$ cat src/common/tomasulo_pkg.sv
package tomasulo_pkg;

    localparam int num_regs  = 8;
    localparam int mem_words = 16;

    typedef logic [31:0] word_t;
    typedef logic [2:0]  regaddr_t;
    typedef logic [1:0]  tag_t;
    typedef logic [3:0]  memaddr_t;

    // One producer id per reservation station
    localparam tag_t tag_none = 2'd0;
    localparam tag_t tag_alu0 = 2'd1;
    localparam tag_t tag_alu1 = 2'd2;
    localparam tag_t tag_ls   = 2'd3;

    typedef enum logic [2:0] {
        op_add,
        op_sub,
        op_and,
        op_xor,
        op_addi,
        op_load,
        op_store
    } op_e;

    typedef struct packed {
        op_e      op;
        regaddr_t dest;
        regaddr_t src1;
        regaddr_t src2;
        word_t    imm;
    } issue_t;

    typedef struct packed {
        op_e   op;
        tag_t  tag1;      // Pending producer of val1
        tag_t  tag2;      // Pending producer of val2
        word_t val1;      // ALU operand a, or load/store base
        word_t val2;      // ALU operand b, or store data
        word_t imm;
        tag_t  dest_tag;  // Station that owns the result
    } rs_entry_t;

    typedef struct packed {
        logic  valid;
        tag_t  tag;
        word_t data;
    } cdb_t;

    typedef enum logic [1:0] {
        st_idle,
        st_addr,
        st_mem,
        st_wait_grant
    } ls_state_e;

endpackage

$ cat src/design/cdb_arbiter.sv
`timescale 1ns/10ps

module cdb_arbiter import tomasulo_pkg::*; (
    input  logic       clk,
    input  logic       rst,
    input  cdb_t       req [3],
    output logic [2:0] grant,
    output cdb_t       cdb
);

    logic [1:0] ptr;  // Index with the highest priority
    logic [1:0] win;
    logic [2:0] req_valid;

    always_comb begin
        for (int i = 0; i < 3; i++) begin
            req_valid[i] = req[i].valid;
        end
    end

    always_comb begin
        logic [1:0] idx;
        logic       found;
        grant = 3'b000;
        win   = 2'd0;
        found = 1'b0;
        for (int k = 0; k < 3; k++) begin
            idx = 2'((int'(ptr) + k) % 3);
            if (!found && req_valid[idx]) begin
                found = 1'b1;
                win   = idx;
            end
        end
        if (found) begin
            grant[win] = 1'b1;
        end
    end

    assign cdb = (|grant) ? req[win] : '0;

    always_ff @(posedge clk) begin
        if (rst) begin
            ptr <= 2'd0;
        end else if (|grant) begin
            ptr <= (win == 2'd2) ? 2'd0 : win + 2'd1;  // Winner drops to lowest priority
        end
    end

    assert property (@(posedge clk) disable iff (rst) $onehot0(grant))
        else $error("cdb_arbiter: more than one grant");

    assert property (@(posedge clk) disable iff (rst) (grant & req_valid) == grant)
        else $error("cdb_arbiter: grant to an idle requester");

    for (genvar i = 0; i < 3; i++) begin : g_hold
        assert property (@(posedge clk) disable iff (rst)
            req_valid[i] && !grant[i] |=> req_valid[i])
            else $error("cdb_arbiter: request %0d withdrawn before grant", i);
    end

endmodule

$ cat src/design/issue_stage.sv
`timescale 1ns/10ps

module issue_stage import tomasulo_pkg::*; (
    input  logic       clk,
    input  logic       rst,
    input  logic       issue_valid,
    input  issue_t     issue,
    output logic       issue_ready,
    input  logic [2:0] rs_busy,
    output logic [2:0] alloc,
    output rs_entry_t  alloc_entry,
    input  cdb_t       cdb,
    input  regaddr_t   rd_addr,
    output word_t      rd_data,
    output tag_t       rd_tag
);

    word_t      regs [num_regs];
    tag_t       tags [num_regs];
    logic       is_ls;
    logic       uses_src2;
    logic [2:0] free_sel;
    tag_t       new_tag;
    logic       fire;

    assign is_ls     = issue.op inside {op_load, op_store};
    assign uses_src2 = !(issue.op inside {op_addi, op_load});

    // Station choice with alu0 before alu1
    always_comb begin
        free_sel = 3'b000;
        new_tag  = tag_none;
        if (is_ls) begin
            if (!rs_busy[2]) begin
                free_sel = 3'b100;
                new_tag  = tag_ls;
            end
        end else if (!rs_busy[0]) begin
            free_sel = 3'b001;
            new_tag  = tag_alu0;
        end else if (!rs_busy[1]) begin
            free_sel = 3'b010;
            new_tag  = tag_alu1;
        end
    end

    assign issue_ready = |free_sel;
    assign fire        = issue_valid && issue_ready;
    assign alloc       = fire ? free_sel : 3'b000;

    // Source operands with a same cycle bypass from the CDB
    always_comb begin
        tag_t t1;
        tag_t t2;
        t1 = tags[issue.src1];
        t2 = tags[issue.src2];
        alloc_entry.op       = issue.op;
        alloc_entry.imm      = issue.imm;
        alloc_entry.dest_tag = new_tag;
        alloc_entry.tag1     = t1;
        alloc_entry.val1     = regs[issue.src1];
        alloc_entry.tag2     = t2;
        alloc_entry.val2     = regs[issue.src2];
        if (t1 != tag_none && cdb.valid && cdb.tag == t1) begin
            alloc_entry.tag1 = tag_none;
            alloc_entry.val1 = cdb.data;
        end
        if (t2 != tag_none && cdb.valid && cdb.tag == t2) begin
            alloc_entry.tag2 = tag_none;
            alloc_entry.val2 = cdb.data;
        end
        if (!uses_src2) begin
            alloc_entry.tag2 = tag_none;
            alloc_entry.val2 = '0;
        end
    end

    always_ff @(posedge clk) begin
        if (rst) begin
            for (int i = 0; i < num_regs; i++) begin
                regs[i] <= '0;
                tags[i] <= tag_none;
            end
        end else begin
            for (int i = 0; i < num_regs; i++) begin
                if (cdb.valid && tags[i] != tag_none && tags[i] == cdb.tag) begin
                    regs[i] <= cdb.data;
                    tags[i] <= tag_none;
                end
            end
            if (fire && issue.op != op_store) begin
                tags[issue.dest] <= new_tag;  // Later assignment beats the CDB clear
            end
        end
    end

    assign rd_data = regs[rd_addr];
    assign rd_tag  = tags[rd_addr];

endmodule

$ cat src/design/tomasulo_core.sv
`timescale 1ns/10ps

module tomasulo_core import tomasulo_pkg::*; (
    input  logic     clk,
    input  logic     rst,
    input  logic     issue_valid,
    input  issue_t   issue,
    output logic     issue_ready,
    input  regaddr_t rd_addr,
    output word_t    rd_data,
    output tag_t     rd_tag,
    output cdb_t     cdb
);

    // Index 0 and 1 are the ALU paths, 2 is load/store
    logic [2:0] rs_busy;
    logic [2:0] alloc;
    logic [2:0] grant;
    logic [2:0] exec_valid;
    logic [2:0] exec_ready;
    rs_entry_t  alloc_entry;
    rs_entry_t  exec_entry [3];
    cdb_t       req [3];
    logic       store_done;

    issue_stage issue_stage_i (
        .clk, .rst, .issue_valid, .issue, .issue_ready,
        .rs_busy, .alloc, .alloc_entry, .cdb,
        .rd_addr, .rd_data, .rd_tag
    );

    for (genvar i = 0; i < 2; i++) begin : g_alu
        rs_alu rs_alu_i (
            .clk, .rst, .alloc(alloc[i]), .alloc_entry, .cdb, .cdb_grant(grant[i]),
            .busy(rs_busy[i]), .exec_valid(exec_valid[i]),
            .exec_entry(exec_entry[i]), .exec_ready(exec_ready[i])
        );

        alu_unit #(.own_tag(tag_t'(i + 1))) alu_unit_i (
            .clk, .rst, .exec_valid(exec_valid[i]), .exec_entry(exec_entry[i]),
            .exec_ready(exec_ready[i]), .req(req[i]), .grant(grant[i])
        );
    end

    rs_ls rs_ls_i (
        .clk, .rst, .alloc(alloc[2]), .alloc_entry, .cdb, .cdb_grant(grant[2]),
        .store_done, .busy(rs_busy[2]), .exec_valid(exec_valid[2]),
        .exec_entry(exec_entry[2]), .exec_ready(exec_ready[2])
    );

    ls_unit ls_unit_i (
        .clk, .rst, .exec_valid(exec_valid[2]), .exec_entry(exec_entry[2]),
        .exec_ready(exec_ready[2]), .req(req[2]), .grant(grant[2]), .store_done
    );

    cdb_arbiter cdb_arbiter_i (
        .clk, .rst, .req, .grant, .cdb
    );

endmodule

$ cat src/exec/alu_unit.sv
`timescale 1ns/10ps

module alu_unit import tomasulo_pkg::*; #(
    parameter tag_t own_tag = tag_alu0
) (
    input  logic      clk,
    input  logic      rst,
    input  logic      exec_valid,
    input  rs_entry_t exec_entry,
    output logic      exec_ready,
    output cdb_t      req,
    input  logic      grant
);

    logic  pending;
    word_t result;
    word_t alu_out;

    always_comb begin
        case (exec_entry.op)
            op_sub:  alu_out = exec_entry.val1 - exec_entry.val2;
            op_and:  alu_out = exec_entry.val1 & exec_entry.val2;
            op_xor:  alu_out = exec_entry.val1 ^ exec_entry.val2;
            op_addi: alu_out = exec_entry.val1 + exec_entry.imm;
            default: alu_out = exec_entry.val1 + exec_entry.val2;
        endcase
    end

    always_ff @(posedge clk) begin
        if (rst) begin
            pending <= 1'b0;
        end else if (exec_valid && exec_ready) begin
            pending <= 1'b1;
        end else if (grant) begin
            pending <= 1'b0;
        end
    end

    always_ff @(posedge clk) begin
        if (exec_valid && exec_ready) begin
            result <= alu_out;
        end
    end

    assign exec_ready = !pending;
    assign req        = '{valid: pending, tag: own_tag, data: result};

endmodule

$ cat src/exec/ls_unit.sv
`timescale 1ns/10ps

module ls_unit import tomasulo_pkg::*; (
    input  logic      clk,
    input  logic      rst,
    input  logic      exec_valid,
    input  rs_entry_t exec_entry,
    output logic      exec_ready,
    output cdb_t      req,
    input  logic      grant,
    output logic      store_done
);

    ls_state_e state;
    rs_entry_t ent;
    memaddr_t  addr;
    word_t     load_data;
    word_t     mem [mem_words];

    always_ff @(posedge clk) begin
        if (rst) begin
            state <= st_idle;
        end else begin
            case (state)
                st_idle:       if (exec_valid) state <= st_addr;
                st_addr:       state <= st_mem;
                st_mem:        state <= (ent.op == op_store) ? st_idle : st_wait_grant;
                st_wait_grant: if (grant) state <= st_idle;
                default:       state <= st_idle;
            endcase
        end
    end

    always_ff @(posedge clk) begin
        if (state == st_idle && exec_valid) begin
            ent <= exec_entry;
        end
        if (state == st_addr) begin
            addr <= ent.val1[3:0] + ent.imm[3:0];  // Word address wraps in 16
        end
        if (state == st_mem && ent.op == op_load) begin
            load_data <= mem[addr];
        end
    end

    // Memory starts cleared so loads of unwritten words return zero
    always_ff @(posedge clk) begin
        if (rst) begin
            for (int i = 0; i < mem_words; i++) begin
                mem[i] <= '0;
            end
        end else if (store_done) begin
            mem[addr] <= ent.val2;
        end
    end

    assign exec_ready = state == st_idle;
    assign store_done = state == st_mem && ent.op == op_store;
    assign req        = '{valid: state == st_wait_grant, tag: tag_ls, data: load_data};

endmodule

$ cat src/rs/rs_alu.sv
`timescale 1ns/10ps

module rs_alu import tomasulo_pkg::*; (
    input  logic      clk,
    input  logic      rst,
    input  logic      alloc,
    input  rs_entry_t alloc_entry,
    input  cdb_t      cdb,
    input  logic      cdb_grant,
    output logic      busy,
    output logic      exec_valid,
    output rs_entry_t exec_entry,
    input  logic      exec_ready
);

    rs_entry_t ent;
    logic      issued;  // Entry already handed to the unit

    assign exec_valid = busy && !issued && ent.tag1 == tag_none && ent.tag2 == tag_none;
    assign exec_entry = ent;

    always_ff @(posedge clk) begin
        if (rst) begin
            busy   <= 1'b0;
            issued <= 1'b0;
        end else if (alloc) begin
            busy   <= 1'b1;
            issued <= 1'b0;
        end else begin
            if (exec_valid && exec_ready) begin
                issued <= 1'b1;
            end
            if (cdb_grant) begin
                busy <= 1'b0;  // Result is on the bus this cycle
            end
        end
    end

    always_ff @(posedge clk) begin
        if (alloc) begin
            ent <= alloc_entry;
        end else if (busy && cdb.valid) begin
            if (ent.tag1 != tag_none && ent.tag1 == cdb.tag) begin
                ent.tag1 <= tag_none;
                ent.val1 <= cdb.data;
            end
            if (ent.tag2 != tag_none && ent.tag2 == cdb.tag) begin
                ent.tag2 <= tag_none;
                ent.val2 <= cdb.data;
            end
        end
    end

    assert property (@(posedge clk) disable iff (rst) alloc |-> !busy)
        else $error("rs_alu: allocated while busy");

    assert property (@(posedge clk) disable iff (rst) cdb_grant |-> busy && issued)
        else $error("rs_alu: grant without an executing entry");

endmodule

$ cat src/rs/rs_ls.sv
`timescale 1ns/10ps

module rs_ls import tomasulo_pkg::*; (
    input  logic      clk,
    input  logic      rst,
    input  logic      alloc,
    input  rs_entry_t alloc_entry,
    input  cdb_t      cdb,
    input  logic      cdb_grant,
    input  logic      store_done,
    output logic      busy,
    output logic      exec_valid,
    output rs_entry_t exec_entry,
    input  logic      exec_ready
);

    rs_entry_t ent;
    logic      issued;
    logic      done;

    // Loads leave on the CDB grant, stores once memory is written
    assign done = cdb_grant || store_done;

    assign exec_valid = busy && !issued && ent.tag1 == tag_none && ent.tag2 == tag_none;
    assign exec_entry = ent;

    always_ff @(posedge clk) begin
        if (rst) begin
            busy   <= 1'b0;
            issued <= 1'b0;
        end else if (alloc) begin
            busy   <= 1'b1;
            issued <= 1'b0;
        end else begin
            if (exec_valid && exec_ready) begin
                issued <= 1'b1;
            end
            if (done) begin
                busy <= 1'b0;
            end
        end
    end

    always_ff @(posedge clk) begin
        if (alloc) begin
            ent <= alloc_entry;
        end else if (busy && cdb.valid) begin
            if (ent.tag1 != tag_none && ent.tag1 == cdb.tag) begin
                ent.tag1 <= tag_none;
                ent.val1 <= cdb.data;  // Base address
            end
            if (ent.tag2 != tag_none && ent.tag2 == cdb.tag) begin
                ent.tag2 <= tag_none;
                ent.val2 <= cdb.data;  // Store data
            end
        end
    end

    assert property (@(posedge clk) disable iff (rst) alloc |-> !busy)
        else $error("rs_ls: allocated while busy");

    assert property (@(posedge clk) disable iff (rst)
        store_done |-> busy && issued && ent.op == op_store)
        else $error("rs_ls: store_done without a store in flight");

    assert property (@(posedge clk) disable iff (rst)
        cdb_grant |-> busy && issued && ent.op == op_load)
        else $error("rs_ls: grant without a load in flight");

endmodule

$ cat config.mk
export PLATFORM = sky130hd
export DESIGN_NAME = tomasulo_core
export DESIGN_NICKNAME = d
export VERILOG_FILES = /design/src/common/tomasulo_pkg.sv /design/src/design/cdb_arbiter.sv /design/src/design/issue_stage.sv /design/src/design/tomasulo_core.sv /design/src/exec/alu_unit.sv /design/src/exec/ls_unit.sv /design/src/rs/rs_alu.sv /design/src/rs/rs_ls.sv
export SDC_FILE = /design/constraint.sdc
export NUM_CORES = 2
export LEC_CHECK = 0
export ABC_AREA = 1
export BUFFER_PORTS_ARGS = -buffer_cell sky130_fd_sc_hd__clkbuf_2
export CORE_MARGIN = 2
export CORE_UTILIZATION = 44
export CTS_BUF_LIST = sky130_fd_sc_hd__clkbuf_16
export CTS_CLUSTER_DIAMETER = 80
export DETAILED_ROUTE_END_ITERATION = 10
export PLACE_DENSITY = 0.64
export SLEW_MARGIN = 20
export SYNTH_ARGS = -nofsm -noshare
export SYNTH_HDL_FRONTEND = slang
export SYNTH_SLANG_ARGS = --single-unit
$ cat constraint.sdc
create_clock -name clk -period 7.1 [get_ports clk]
set_input_delay 1.065 -clock clk [delete_from_list [all_inputs] [get_ports clk]]
set_output_delay 1.065 -clock clk [all_outputs]
set_load 0.02 [all_outputs]
==> results.md <==
* Setup Crit Path Kind: reg -> out
* Worst EP arrival at 5000 ps
* Final Core Density at 0.489
* Root Buffer: clkbuf_16
* Tot GR Track Use at 0.337
* Drt first pass iters at 9
* Outcome: finished with violations
* Syn_nets at 7177
* Vias post-DR at 55572
* Seq/Total Area, Yosys at 0.561
* Slew Viols, Final at 0
* Avg WL per Cell at 28.6 um
* Hold-fix buffers, CTS at 0
* Die footprint at 148000 sq um
* Io pins at 120
* Crit share post-route at 0.855
* Worst path cell trace: inv_1 -> ha_1 -> inv_2 -> nand3_1 -> nand2_1 -> nand2_2 -> nand2_1 -> nor2_1 -> nand2_1 -> nand2_2 -> inv_2 -> ha_1 -> or2_2 -> nand2_4 -> nand2_8 -> nand3_2 -> inv_1 -> clkbuf_2
* Setup violators final at 0
* Die width at 384 um
* TritonCTS Buffers at 137
* Setup crit end kind: output port
* Post-synthesis cell type count at 52
* Max Fclk at 0.165 GHz
* Maximum vdd ir drop at 0.000446 V
* Hold Worst Slack at 418 ps
* Worst-path clk slew at 60 ps
* Setup TNS at 0 ps
* CP dominant cell by count: nand2_1
* Worst skew pair latency at 790 ps
* Routed Antenna Nets at 0
* Die height at 384 um
* Rows at 139
* Initial Util at 0.443
* CTS resizes at 0
* Nets at 7083
* Antenna violations before repair at 15
* PortBufs at 119
* CP max FO at 36
* Num Clock Sinks at 1192
* Area growth from synthesis to layout at 10.4%
* Worst-Margin Slew at 1210 ps
* Post-synth ARST share at 0
* Failing checks: DRC
* Gpl congestion at 1.03
* Max Cap Viol at 0
* Core footprint at 144000 sq um
* Setup repair after global routing missed its margin: no
* Syn_area_per_cell at 9.12 sq um
* Mapped Cells at 6981
* CP peak stage delay at 550 ps
* Syn. warnings at 0
* Most frequent cells in the layout: 1180 x edfxtp_1, 1140 x nor2_1, 1133 x nand2_1
* CP max stage cell: nand2_8
* Setup Fix Bufs, Post-CTS at 0
* Vias per inst at 6.24
* Vias in the first global route at 50670
* Top_reg_cell synth: edfxtp_1
* Power per cell area at 416 nW/um^2
* Final global-route overflow total at 0
* Final wirelength at 254 mm
* Share of cells above drive strength 1 at 0.0840
* Final HPWL DP at 168 mm
* Final min period at 6070 ps
* Worst slew margin at 0.195
* Leading cell type in the layout, fill and taps excluded: edfxtp_1
* Clk_skew at 33.0 ps
* Mapped cell area at 63600 sq um
* Number of H-tree levels at 4
* #FFs+latches synth at 1192
* First-pass GRT wire length at 359 mm
* Final Hold Fails at 0
* Buf+Inv Stages, Crit Path at 5
* Clock buffer depth at 3
* CTS tree: done
* CP Launch Type: flop
* Post-synth EDFFs at 1180
* Initial drt markers at 8422
* Pin count of the biggest net entering global routing at 172
* Drt drc at 12
* Crit path required time at 6030 ps
* P_leak at 27.5 nW
* Worst path top cell family by delay: simple AND/OR/NAND/NOR gates
* Hold Crit Class: reg -> reg
==> power by group <==
part           total [mW]  switching [mW]  internal, mW
combinational        11.3            8.65          2.68
sequential           11.0            1.27          9.68
clock                6.99            3.05          3.94
total                29.3            13.0          16.3
==> cells in the mapped netlist (5+ instances only) <==
| cell type | number | area [sq um] |
|---|---|---|
| edfxtp_1 | 1180 | 35400 |
| nand2_1 | 1166 | 4380 |
| nor2_1 | 1152 | 4320 |
| nand3_1 | 777 | 3890 |
| o21ai_0 | 526 | 2630 |
| a21oi_1 | 498 | 2490 |
| clkbuf_1 | 374 | 1400 |
| inv_1 | 366 | 1370 |
| a22oi_1 | 217 | 1630 |
| ha_1 | 143 | 1790 |
| a31oi_1 | 70 | 438 |
| nand4_1 | 57 | 357 |
| buf_2 | 45 | 225 |
| inv_2 | 38 | 143 |
| buf_1 | 37 | 139 |
| o211ai_1 | 31 | 233 |
| o21bai_1 | 31 | 233 |
| nand3_4 | 28 | 490 |
| nor3_1 | 27 | 135 |
| xor2_1 | 20 | 175 |
| a211oi_1 | 17 | 128 |
| a21o_1 | 17 | 128 |
| o31ai_1 | 17 | 128 |
| xnor2_1 | 14 | 123 |
| a21oi_2 | 13 | 114 |
| dfxtp_1 | 12 | 240 |
| o21a_1 | 9 | 67.6 |
| or2_2 | 9 | 56.3 |
| buf_6 | 8 | 90.1 |
| nand3_2 | 8 | 80.1 |
| nand3b_1 | 8 | 60.1 |
| nor4_1 | 8 | 50.1 |
| clkinv_1 | 6 | 22.5 |
| o311ai_0 | 6 | 52.6 |
| a221oi_1 | 5 | 43.8 |
| buf_4 | 5 | 37.5 |
==> kinds of logic (layout without fill, tap and decap cells) <==
logic type               count (synthesis)  count (layout)  share of synthesized area
other                                    0               4                          0
flip-flops                            1192            1192                      0.561
adder cells (fa/ha/maj)                146             146                     0.0291
AO/OA/AOI/OAI                         1476            1476                      0.133
XOR/XNOR                                34              34                    0.00468
buffers and inverters                  879             896                     0.0540
AND/OR/NAND/NOR                       3254            3254                      0.219
==> flip-flops by register name (all words and copies together), names as in the netlist <==
register / cells
ls_unit_i.mem: 512
rs_ls_i.exec_entry: 47
rs_ls_i.issued: 1
issue_stage_i.tags: 16
rs_ls_i.busy: 1
g_alu.rs_alu_i.exec_entry: 206
ls_unit_i.load_data: 32
g_alu.rs_alu_i.issued: 2
ls_unit_i.state: 2
g_alu.alu_unit_i.result: 64
ls_unit_i.addr: 4
cdb_arbiter_i.ptr: 2
g_alu.rs_alu_i.busy: 2
ls_unit_i.ent: 43
g_alu.alu_unit_i.pending: 2
issue_stage_i.regs: 256
==> through the flow <==
stage	setup slack [ps]	total power, mW	instance area (sq um)	std cells
after floorplan	1800	17.1	63600	6981
after global placement	1870	21.7	65900	8651
after detailed placement	1930	21.8	65900	8651
after CTS	1160	28.7	70200	8901
after global routing	751	30.2	70300	8904
final	1030	29.3	70300	8905
==> metal layers <==
metal	GRT usage	up-vias	wire, um
li1	-	24319	-
met1	0.463	26680	97500
met2	0.485	3894	107000
met3	0.0996	667	35500
met4	0.165	12	13800
met5	0	-	91
==> worst register-to-register path: stages (launching register included) <==
cell and delay (ps):
dfxtp_1 350, inv_1 50, ha_1 450, inv_2 110, nand3_1 80, nand2_1 80
nand2_2 120, nand3_1 100, nand3_2 70, buf_4 350, nand2_2 150, ha_1 240
or2_2 360, o211ai_2 790, o21ai_1 150, o211ai_1 210, or2_1 970, buf_4 380
nor2_1 70
==> layout make-up <==
type | instances | area (sq um)
flip-flops and latches | 1192 | 35700
fillers | 13460 | 73400
multi-input cells | 4910 | 24800
repair buffers | 236 | 1510
diodes | 4 | 10.0
inverters | 410 | 1550
clock inverters | 110 | 875
clock buffers | 140 | 3500
well taps | 1903 | 2380
==> path summary, 6_finish.rpt <==
kind	start	endpoint	slack (ps)	cells past startpoint
worst max-delay path	cdb_arbiter_i.ptr[0]$_SDFFE_PP0P_	cdb[0]	1030	18
worst min-delay path	rs_ls_i.exec_entry[104]$_DFFE_PP_	ls_unit_i.ent[104]$_DFFE_PP_	420	0
worst max register to register	cdb_arbiter_i.ptr[0]$_SDFFE_PP0P_	issue_stage_i.regs[1][6]$_SDFFCE_PN0P_	1770	18
worst min register to register	rs_ls_i.exec_entry[104]$_DFFE_PP_	ls_unit_i.ent[104]$_DFFE_PP_	420	0
No activity file was read; power rests on OpenSTA's default activity.
